--- src/include/cim_defs.svh ---
`ifndef CIM_DEFS_SVH
`define CIM_DEFS_SVH

// Fixed-point format shared by all stored values
`define CIM_COMP_W        16
`define CIM_FRAC_BITS     10
`define CIM_ADC_W         8
`define CIM_ACC_W         32

// Model dimensions
`define CIM_PATCH_LEN     4
`define CIM_NUM_PATCHES   3
`define CIM_EMB_DEPTH     4

// Memory depths and regions
`define CIM_PARAM_DEPTH   64
`define CIM_INT_RES_DEPTH 64
`define CIM_EEG_BASE      0
`define CIM_PATCH_BASE    32
`define CIM_KERNEL_BASE   0
`define CIM_BIAS_BASE     32

`endif
--- src/logic/cim_pkg.sv ---
`include "cim_defs.svh"

package cim_pkg;

    typedef logic signed [`CIM_COMP_W-1:0] comp_fx_t;
    typedef logic signed [`CIM_ACC_W-1:0] acc_t;
    typedef logic [`CIM_ADC_W-1:0] eeg_sample_t;
    typedef logic [$clog2(`CIM_PARAM_DEPTH)-1:0] param_addr_t;
    typedef logic [$clog2(`CIM_INT_RES_DEPTH)-1:0] int_res_addr_t;
    typedef logic [7:0] vec_len_t;

    typedef enum logic [1:0] {CIM_IDLE, CIM_EEG_LOAD, CIM_INFERENCE} cim_state_t;

    // Projection sub-steps inside CIM_INFERENCE
    typedef enum logic [1:0] {PROJ_ISSUE, PROJ_WAIT, PROJ_DONE} proj_phase_t;

    typedef enum logic [1:0] {MAC_IDLE, MAC_READ, MAC_BIAS, MAC_OUT} mac_state_t;

endpackage

--- src/logic/cim_top.sv ---
`timescale 1ns/1ps

module cim_top (
    input  logic                   clk,
    input  logic                   rst_n,
    input  logic                   start_eeg_load_i,
    input  logic                   new_sleep_epoch_i,
    input  logic                   new_eeg_data_i,
    input  cim_pkg::eeg_sample_t   eeg_i,
    input  logic                   param_wr_en_i,
    input  cim_pkg::param_addr_t   param_wr_addr_i,
    input  cim_pkg::comp_fx_t      param_wr_data_i,
    input  logic                   res_rd_en_i,
    input  cim_pkg::int_res_addr_t res_rd_addr_i,
    output cim_pkg::comp_fx_t      res_rd_data_o,
    output logic                   inference_complete_o
);
    // Controller to MAC
    logic                   mac_start;
    cim_pkg::int_res_addr_t mac_addr_data;
    cim_pkg::param_addr_t   mac_addr_kernel;
    cim_pkg::param_addr_t   mac_addr_bias;
    cim_pkg::vec_len_t      mac_len;
    logic                   mac_busy;
    logic                   mac_done;
    cim_pkg::comp_fx_t      mac_out;

    // Controller write port into intermediate results
    logic                   wr_en;
    cim_pkg::int_res_addr_t wr_addr;
    cim_pkg::comp_fx_t      wr_data;

    // MAC read ports
    logic                   prm_rd_en;
    cim_pkg::param_addr_t   prm_rd_addr;
    cim_pkg::comp_fx_t      prm_rd_data;
    logic                   res_rd_en;
    cim_pkg::int_res_addr_t res_rd_addr;
    cim_pkg::comp_fx_t      res_rd_data;

    cim_ctrl i_ctrl (
        .clk, .rst_n, .start_eeg_load_i, .new_sleep_epoch_i, .new_eeg_data_i, .eeg_i,
        .mac_start_o(mac_start), .mac_addr_data_o(mac_addr_data),
        .mac_addr_kernel_o(mac_addr_kernel), .mac_addr_bias_o(mac_addr_bias),
        .mac_len_o(mac_len), .mac_busy_i(mac_busy), .mac_done_i(mac_done),
        .mac_out_i(mac_out), .wr_en_o(wr_en), .wr_addr_o(wr_addr), .wr_data_o(wr_data),
        .inference_complete_o
    );

    mac_unit i_mac (
        .clk, .rst_n, .start_i(mac_start), .addr_data_i(mac_addr_data),
        .addr_kernel_i(mac_addr_kernel), .addr_bias_i(mac_addr_bias), .len_i(mac_len),
        .busy_o(mac_busy), .done_o(mac_done), .out_o(mac_out),
        .prm_rd_en_o(prm_rd_en), .prm_rd_addr_o(prm_rd_addr), .prm_rd_data_i(prm_rd_data),
        .res_rd_en_o(res_rd_en), .res_rd_addr_o(res_rd_addr), .res_rd_data_i(res_rd_data)
    );

    params_mem i_params_mem (
        .clk, .wr_en_i(param_wr_en_i), .wr_addr_i(param_wr_addr_i),
        .wr_data_i(param_wr_data_i), .rd_en_i(prm_rd_en), .rd_addr_i(prm_rd_addr),
        .rd_data_o(prm_rd_data)
    );

    // Port A serves the MAC, port B the external readout
    int_res_mem i_int_res_mem (
        .clk, .wr_en_i(wr_en), .wr_addr_i(wr_addr), .wr_data_i(wr_data),
        .rd_a_en_i(res_rd_en), .rd_a_addr_i(res_rd_addr), .rd_a_data_o(res_rd_data),
        .rd_b_en_i(res_rd_en_i), .rd_b_addr_i(res_rd_addr_i), .rd_b_data_o(res_rd_data_o)
    );

endmodule

--- src/logic/cim_ctrl.sv ---
`timescale 1ns/1ps
`include "cim_defs.svh"

module cim_ctrl (
    input  logic                   clk,
    input  logic                   rst_n,
    input  logic                   start_eeg_load_i,
    input  logic                   new_sleep_epoch_i,
    input  logic                   new_eeg_data_i,
    input  cim_pkg::eeg_sample_t   eeg_i,
    output logic                   mac_start_o,
    output cim_pkg::int_res_addr_t mac_addr_data_o,
    output cim_pkg::param_addr_t   mac_addr_kernel_o,
    output cim_pkg::param_addr_t   mac_addr_bias_o,
    output cim_pkg::vec_len_t      mac_len_o,
    input  logic                   mac_busy_i,
    input  logic                   mac_done_i,
    input  cim_pkg::comp_fx_t      mac_out_i,
    output logic                   wr_en_o,
    output cim_pkg::int_res_addr_t wr_addr_o,
    output cim_pkg::comp_fx_t      wr_data_o,
    output logic                   inference_complete_o
);
    cim_pkg::cim_state_t  state;
    cim_pkg::proj_phase_t phase;

    // EEG load position
    cim_pkg::vec_len_t smp_cnt;
    cim_pkg::vec_len_t load_patch_cnt;

    // Projection position
    cim_pkg::vec_len_t row_cnt;
    cim_pkg::vec_len_t proj_patch_cnt;

    logic last_smp;
    logic last_load_patch;
    logic last_row;
    logic last_proj_patch;

    assign last_smp        = (smp_cnt == `CIM_PATCH_LEN - 1);
    assign last_load_patch = (load_patch_cnt == `CIM_NUM_PATCHES - 1);
    assign last_row        = (row_cnt == `CIM_EMB_DEPTH - 1);
    assign last_proj_patch = (proj_patch_cnt == `CIM_NUM_PATCHES - 1);

    always_ff @(posedge clk) begin
        if (!rst_n) begin
            state                <= cim_pkg::CIM_IDLE;
            phase                <= cim_pkg::PROJ_ISSUE;
            smp_cnt              <= '0;
            load_patch_cnt       <= '0;
            row_cnt              <= '0;
            proj_patch_cnt       <= '0;
            mac_start_o          <= 1'b0;
            wr_en_o              <= 1'b0;
            inference_complete_o <= 1'b0;
        end else begin
            mac_start_o          <= 1'b0;
            wr_en_o              <= 1'b0;
            inference_complete_o <= 1'b0;

            if (state == cim_pkg::CIM_INFERENCE) begin
                case (phase)
                    cim_pkg::PROJ_ISSUE: begin
                        if (!mac_busy_i) begin
                            mac_start_o       <= 1'b1;
                            mac_addr_data_o   <= cim_pkg::int_res_addr_t'(`CIM_EEG_BASE
                                                 + proj_patch_cnt * `CIM_PATCH_LEN);
                            mac_addr_kernel_o <= cim_pkg::param_addr_t'(`CIM_KERNEL_BASE
                                                 + row_cnt * `CIM_PATCH_LEN);
                            mac_addr_bias_o   <= cim_pkg::param_addr_t'(`CIM_BIAS_BASE + row_cnt);
                            mac_len_o         <= cim_pkg::vec_len_t'(`CIM_PATCH_LEN);
                            phase             <= cim_pkg::PROJ_WAIT;
                        end
                    end
                    cim_pkg::PROJ_WAIT: begin
                        if (mac_done_i) begin
                            wr_en_o   <= 1'b1;
                            wr_addr_o <= cim_pkg::int_res_addr_t'(`CIM_PATCH_BASE
                                         + proj_patch_cnt * `CIM_EMB_DEPTH + row_cnt);
                            wr_data_o <= mac_out_i;
                            // Rows inner, patches outer
                            row_cnt <= last_row ? '0 : row_cnt + 1'b1;
                            if (last_row) begin
                                proj_patch_cnt <= last_proj_patch ? '0 : proj_patch_cnt + 1'b1;
                            end
                            phase <= (last_row && last_proj_patch) ? cim_pkg::PROJ_DONE
                                                                    : cim_pkg::PROJ_ISSUE;
                        end
                    end
                    cim_pkg::PROJ_DONE: begin
                        inference_complete_o <= 1'b1;
                        state                <= cim_pkg::CIM_IDLE;
                        phase                <= cim_pkg::PROJ_ISSUE;
                    end
                    default: begin
                        phase <= cim_pkg::PROJ_ISSUE;
                    end
                endcase
            end else if (new_sleep_epoch_i) begin
                state          <= cim_pkg::CIM_INFERENCE;
                phase          <= cim_pkg::PROJ_ISSUE;
                row_cnt        <= '0;
                proj_patch_cnt <= '0;
            end else if (state == cim_pkg::CIM_IDLE) begin
                if (start_eeg_load_i) begin
                    state <= cim_pkg::CIM_EEG_LOAD;
                end
            end else if (new_eeg_data_i) begin
                wr_en_o   <= 1'b1;
                wr_addr_o <= cim_pkg::int_res_addr_t'(`CIM_EEG_BASE
                             + load_patch_cnt * `CIM_PATCH_LEN + smp_cnt);
                // Samples land in [0, 1)
                wr_data_o <= cim_pkg::comp_fx_t'(eeg_i) << (`CIM_FRAC_BITS - `CIM_ADC_W);
                smp_cnt   <= last_smp ? '0 : smp_cnt + 1'b1;
                if (last_smp) begin
                    load_patch_cnt <= last_load_patch ? '0 : load_patch_cnt + 1'b1;
                end
            end
        end
    end

endmodule

--- src/logic/mac_unit.sv ---
`timescale 1ns/1ps
`include "cim_defs.svh"

module mac_unit (
    input  logic                   clk,
    input  logic                   rst_n,
    input  logic                   start_i,
    input  cim_pkg::int_res_addr_t addr_data_i,
    input  cim_pkg::param_addr_t   addr_kernel_i,
    input  cim_pkg::param_addr_t   addr_bias_i,
    input  cim_pkg::vec_len_t      len_i,
    output logic                   busy_o,
    output logic                   done_o,
    output cim_pkg::comp_fx_t      out_o,
    output logic                   prm_rd_en_o,
    output cim_pkg::param_addr_t   prm_rd_addr_o,
    input  cim_pkg::comp_fx_t      prm_rd_data_i,
    output logic                   res_rd_en_o,
    output cim_pkg::int_res_addr_t res_rd_addr_o,
    input  cim_pkg::comp_fx_t      res_rd_data_i
);
    cim_pkg::mac_state_t    state;
    cim_pkg::int_res_addr_t data_base;
    cim_pkg::param_addr_t   kernel_base;
    cim_pkg::param_addr_t   bias_addr;
    cim_pkg::vec_len_t      len;
    cim_pkg::vec_len_t      idx;
    logic                   rd_valid;
    cim_pkg::acc_t          acc;
    cim_pkg::acc_t          prod;
    cim_pkg::acc_t          result;

    // One element pair per cycle while reading, bias in the cycle after
    assign res_rd_en_o   = (state == cim_pkg::MAC_READ);
    assign res_rd_addr_o = data_base + cim_pkg::int_res_addr_t'(idx);
    assign prm_rd_en_o   = (state == cim_pkg::MAC_READ) || (state == cim_pkg::MAC_BIAS);
    assign prm_rd_addr_o = (state == cim_pkg::MAC_BIAS) ? bias_addr
                                                        : kernel_base + cim_pkg::param_addr_t'(idx);

    assign prod   = cim_pkg::acc_t'(res_rd_data_i) * cim_pkg::acc_t'(prm_rd_data_i);
    // Bias word sits on the param read data during MAC_OUT
    assign result = (acc >>> `CIM_FRAC_BITS) + cim_pkg::acc_t'(prm_rd_data_i);

    always_ff @(posedge clk) begin
        if (!rst_n) begin
            state    <= cim_pkg::MAC_IDLE;
            busy_o   <= 1'b0;
            done_o   <= 1'b0;
            rd_valid <= 1'b0;
            idx      <= '0;
        end else begin
            done_o   <= 1'b0;
            rd_valid <= (state == cim_pkg::MAC_READ);
            case (state)
                cim_pkg::MAC_IDLE: begin
                    if (start_i) begin
                        state  <= cim_pkg::MAC_READ;
                        busy_o <= 1'b1;
                        idx    <= '0;
                    end
                end
                cim_pkg::MAC_READ: begin
                    if (idx == len - 1'b1) begin
                        state <= cim_pkg::MAC_BIAS;
                    end else begin
                        idx <= idx + 1'b1;
                    end
                end
                cim_pkg::MAC_BIAS: begin
                    state <= cim_pkg::MAC_OUT;
                end
                default: begin
                    state  <= cim_pkg::MAC_IDLE;
                    busy_o <= 1'b0;
                    done_o <= 1'b1;
                end
            endcase
        end
    end

    always_ff @(posedge clk) begin
        if (state == cim_pkg::MAC_IDLE && start_i) begin
            data_base   <= addr_data_i;
            kernel_base <= addr_kernel_i;
            bias_addr   <= addr_bias_i;
            len         <= len_i;
            acc         <= '0;
        end else if (rd_valid) begin
            acc <= acc + prod;
        end
        if (state == cim_pkg::MAC_OUT) begin
            out_o <= cim_pkg::comp_fx_t'(result);
        end
    end

endmodule

--- src/logic/int_res_mem.sv ---
`timescale 1ns/1ps
`include "cim_defs.svh"

module int_res_mem #(
    parameter int DEPTH = `CIM_INT_RES_DEPTH
) (
    input  logic                   clk,
    input  logic                   wr_en_i,
    input  cim_pkg::int_res_addr_t wr_addr_i,
    input  cim_pkg::comp_fx_t      wr_data_i,
    input  logic                   rd_a_en_i,
    input  cim_pkg::int_res_addr_t rd_a_addr_i,
    output cim_pkg::comp_fx_t      rd_a_data_o,
    input  logic                   rd_b_en_i,
    input  cim_pkg::int_res_addr_t rd_b_addr_i,
    output cim_pkg::comp_fx_t      rd_b_data_o
);
    cim_pkg::comp_fx_t mem [DEPTH];

    always_ff @(posedge clk) begin
        if (wr_en_i) begin
            mem[wr_addr_i] <= wr_data_i;
        end
    end

    // Two independent registered reads
    always_ff @(posedge clk) begin
        if (rd_a_en_i) begin
            rd_a_data_o <= mem[rd_a_addr_i];
        end
        if (rd_b_en_i) begin
            rd_b_data_o <= mem[rd_b_addr_i];
        end
    end

endmodule

--- src/logic/params_mem.sv ---
`timescale 1ns/1ps
`include "cim_defs.svh"

module params_mem #(
    parameter int DEPTH = `CIM_PARAM_DEPTH
) (
    input  logic                 clk,
    input  logic                 wr_en_i,
    input  cim_pkg::param_addr_t wr_addr_i,
    input  cim_pkg::comp_fx_t    wr_data_i,
    input  logic                 rd_en_i,
    input  cim_pkg::param_addr_t rd_addr_i,
    output cim_pkg::comp_fx_t    rd_data_o
);
    cim_pkg::comp_fx_t mem [DEPTH];

    always_ff @(posedge clk) begin
        if (wr_en_i) begin
            mem[wr_addr_i] <= wr_data_i;
        end
    end

    // Read data holds until the next enabled read
    always_ff @(posedge clk) begin
        if (rd_en_i) begin
            rd_data_o <= mem[rd_addr_i];
        end
    end

endmodule

--- config.mk ---
export PLATFORM = sky130hd
export DESIGN_NAME = cim_top
export DESIGN_NICKNAME = d
export VERILOG_FILES = /design/src/logic/cim_pkg.sv /design/src/logic/cim_top.sv /design/src/logic/cim_ctrl.sv /design/src/logic/mac_unit.sv /design/src/logic/int_res_mem.sv /design/src/logic/params_mem.sv
export VERILOG_INCLUDE_DIRS = /design/src /design/src/include
export SDC_FILE = /design/constraint.sdc
export NUM_CORES = 2
export LEC_CHECK = 0
export ABC_AREA = 1
export ABC_CLOCK_PERIOD_IN_PS = 7400
export BUFFER_PORTS_ARGS = -buffer_cell sky130_fd_sc_hd__clkbuf_2
export CORE_MARGIN = 1
export CORE_UTILIZATION = 25
export CTS_BUF_LIST = sky130_fd_sc_hd__clkbuf_8
export DETAILED_ROUTE_END_ITERATION = 6
export PLACE_DENSITY_LB_ADDON = 0.12
export SLEW_MARGIN = 30
export SYNTH_ARGS = -nofsm -noshare
export SYNTH_HDL_FRONTEND = slang
export SYNTH_SLANG_ARGS = --single-unit
--- constraint.sdc ---
create_clock -name clk -period 7.4 [get_ports clk]
set_input_delay 1.11 -clock clk [delete_from_list [all_inputs] [get_ports clk]]
set_output_delay 1.11 -clock clk [all_outputs]
set_load 0.02 [all_outputs]
==> impl_metrics.tcl <==
set metrics [dict create \
    run_status "finished with violations" \
    failed_checks "DRC" \
    ant_nets 0 \
    final_net_count 10251 \
    postSynthNetCount 10239 \
    timing.critical_path.fanout_max 17 \
    dieHeight_um 657 \
    dp_cells 15116 \
    grt_util_all_layers_pct 18.3 \
    synth_area_per_cell_um2 10.9 \
    part_of_the_yosys_area_used_for_sequential_elements_pct 61.8 \
    grt_antenna_before_repair 16 \
    layout.cell_area.non_filler_um2 122000 \
    cp_class "reg2reg" \
    grt_start_max_net_pins 170 \
    starting_density_of_the_core_pct 25.1 \
    max_cap_viol 0 \
    routed_wirelength_mm 409 \
    synthDistinctLibCells 49 \
    first_drt_pass_iteration_count 7 \
    cts-root-buf "clkbuf_8" \
    timing.slew.headroom_pct 30.8 \
    floorplan.io_pins 60 \
    asyncSetResetFlopFracSynth_pct 0 \
    ys_ff_latch 2232 \
    postLayoutSetupSlackWorst_ns 1.12 \
    grt_remaining_overflow 0 \
    place.detailed.hpwl_mm 231 \
    floorplan.core_area_um2 427000 \
    post_cts_resize_count 0 \
    post-route-min-period_ns 6.28 \
    post_syn_area_um2 107000 \
    postSynthCellCount 9833 \
    floorplan.die.width_um 657 \
    hold_class "in2reg" \
    finalHoldViolations 0 \
    grt_first_pass_wirelength_mm 581 \
    drc 1 \
    setup_viol 0 \
    ctsLongestPathBuffers 4 \
    worstSkewPairLatency_ns 1.13 \
    routedWlPerCell_um 25.8 \
    cts-hold-fix-buffers 0 \
    synthesis.yosys.warnings 0 \
    clk_transition_reported_paths_ns 0.06 \
    route.detailed.vias_per_inst 5.05 \
    crit_path_start_kind "flop" \
    rsz0062_at_grt "no" \
    worstPathArrival_ns 7.30 \
    synth_edf_count 2154 \
    clock-sinks 2232 \
    layout-drive-gt1-share_pct 9.54 \
    layout_worst_path_cycle_share_pct 84.9 \
    synth.largest_area_cell "edfxtp_1" \
    cts_buffers 413 \
    setup.worst_path.end_class "flop" \
    worst_slew_pin_slew_ns 1.03 \
    fmax_ghz 0.159 \
    final_max_slew_viol_count 0 \
    std_cell_rows 240 \
    post-place-ws_ns 1.17 \
    htree_num_levels 5 \
    setup_tns_ns 0 \
    die_area_um2 431000 \
    share_of_the_synthesized_area_in_the_top_cell_type_pct 60.4 \
    dr.first_iter.drc_count 7197 \
    io_buffer_count 59 \
    weighted_congestion_reported_at_the_end_of_routability_driven_placement 0.826 \
    timing.clock.skew_ns 0.123 \
    synth_top_cells_by_area "edfxtp_1 60%, o21ai_0 7.9%, nor2_1 6.9%" \
    cp_data_required_time_ns 8.42 \
    area_growth_syn_to_layout_pct 13.7 \
    finalNonFillerCells 15863 \
    post_dp_area_um2 114000 \
    tritoncts "built" \
    dr_total_vias 80039 \
    layout.filler_cells 44107 \
    ys.flop_type "edfxtp_1" \
    grt_pass1_vias 79422 \
    cts_post_setup_buffers_inserted 0 \
]
## state kept, by name, indices dropped and copies added, names as in the netlist, 8 cells and up
signal,count
i_ctrl.proj_patch_cnt,8
i_mac.out_o,16
i_params_mem.mem,1024
i_int_res_mem.rd_a_data_o,16
i_int_res_mem.rd_b_data_o,16
i_ctrl.row_cnt,8
i_params_mem.rd_data_o,16
i_ctrl.smp_cnt,8
i_mac.idx,8
i_int_res_mem.mem,1024
i_ctrl.wr_data_o,16
i_mac.acc,26
i_ctrl.load_patch_cnt,8
## layout make-up
type	instances	area [um2]	area share, %
well taps	5687	7120	5.84
multi-input cells	6271	36000	29.5
diodes	8	20.0	0.0164
clock buffers	427	5880	4.82
repair buffers	322	2740	2.25
clock inverters	311	1470	1.21
flip-flops and latches	2232	66300	54.4
inverters	605	2340	1.92
## worst paths after layout
kind	from	end	slack [ns]	cells past startpoint
min	start_eeg_load_i	i_ctrl.state[0]	0.36	3
max reg2reg	i_params_mem.rd_data_o[2]	i_mac.acc[25]	1.12	23
max	i_params_mem.rd_data_o[2]	i_mac.acc[25]	1.12	23
min reg2reg	i_ctrl.mac_addr_data_o[3]	i_mac.data_base[3]	0.45	0
## stage by stage
step / hold WS (ns) / util, %
after floorplan: 0.400 / -
after global routing: 0.359 / 28.5
after global placement: 0.422 / 26.7
after detailed placement: 0.405 / 26.8
after CTS: 0.239 / 28.5
final: 0.357 / 28.5
## routing by layer
layer / GRT usage, % / up-vias / share of wire, %
met4: 7.31 / 6 / 4.1
met1: 24.0 / 40564 / 43
li1: - / 35544 / -
met2: 30.2 / 3130 / 47
met3: 2.72 / 795 / 6.0
met5: 0 / - / 0.0090
## cells in the mapped netlist (4+ instances only)
cell      number
a211oi_1       4
a21oi_1      120
a32o_1        10
buf_1         34
buf_2        133
buf_4         16
buf_6         22
clkbuf_1     517
clkinv_1       5
dfxtp_1       78
edfxtp_1    2154
fa_1         238
ha_1         125
inv_1        589
inv_2         10
nand2_1      556
nand3_1      442
nand4_1       29
nor2_1      1958
nor3_1        23
nor4_1        14
o211ai_1     236
o21ai_0     1690
o21ai_1       39
o21bai_1      10
o221ai_1     324
o22ai_1      349
o31ai_1        4
or2_2         17
xnor2_1       20
xor2_1        36
## kinds of logic after synthesis
logic type                 share of synthesized area [%]
AOI/OAI and AO/OA                                   15.3
xor gates and xnor gates                           0.458
adders and majority gates                           5.91
buffers and inverters                               5.05
DFF                                                 61.8
and+or+nand+nor                                     11.4
## placed cells by master (no fill, tap or decap), drive strengths merged, types with 14 or more instances in the layout
| cell type | instances |
|---|---|
| edfxtp | 2154 |
| nor2 | 1960 |
| o21ai | 1731 |
| inv | 762 |
| nand2 | 559 |
| clkbuf | 467 |
| nand3 | 442 |
| o22ai | 349 |
| o221ai | 324 |
| buf | 282 |
| o211ai | 239 |
| fa | 238 |
| clkinv | 141 |
| ha | 125 |
| a21oi | 120 |
| dfxtp | 78 |
| xor2 | 36 |
| nand4 | 29 |
| nor3 | 23 |
| xnor2 | 20 |
| or2 | 20 |
| nor4 | 14 |
## critical path, stage by stage (launching register included)
cell and delay, ns:
edfxtp_1 0.83, nand2_1 0.21, inv_1 0.14, fa_1 0.53, fa_1 0.71, inv_1 0.12, fa_1 0.47, fa_1 0.55
inv_1 0.05, fa_1 0.49, inv_1 0.05, fa_1 0.48, inv_1 0.04, ha_1 0.33, inv_1 0.11, nor3_1 0.26
nand2_1 0.10, or2_2 0.30, nand3_1 0.13, inv_1 0.06, nand2_1 0.06, nand3_1 0.06, nand2_1 0.07, inv_1 0.04
Power is left out: the tool's default activity adds up to more than one toggle a clock period on the data nets, which glitch-free logic cannot reach.
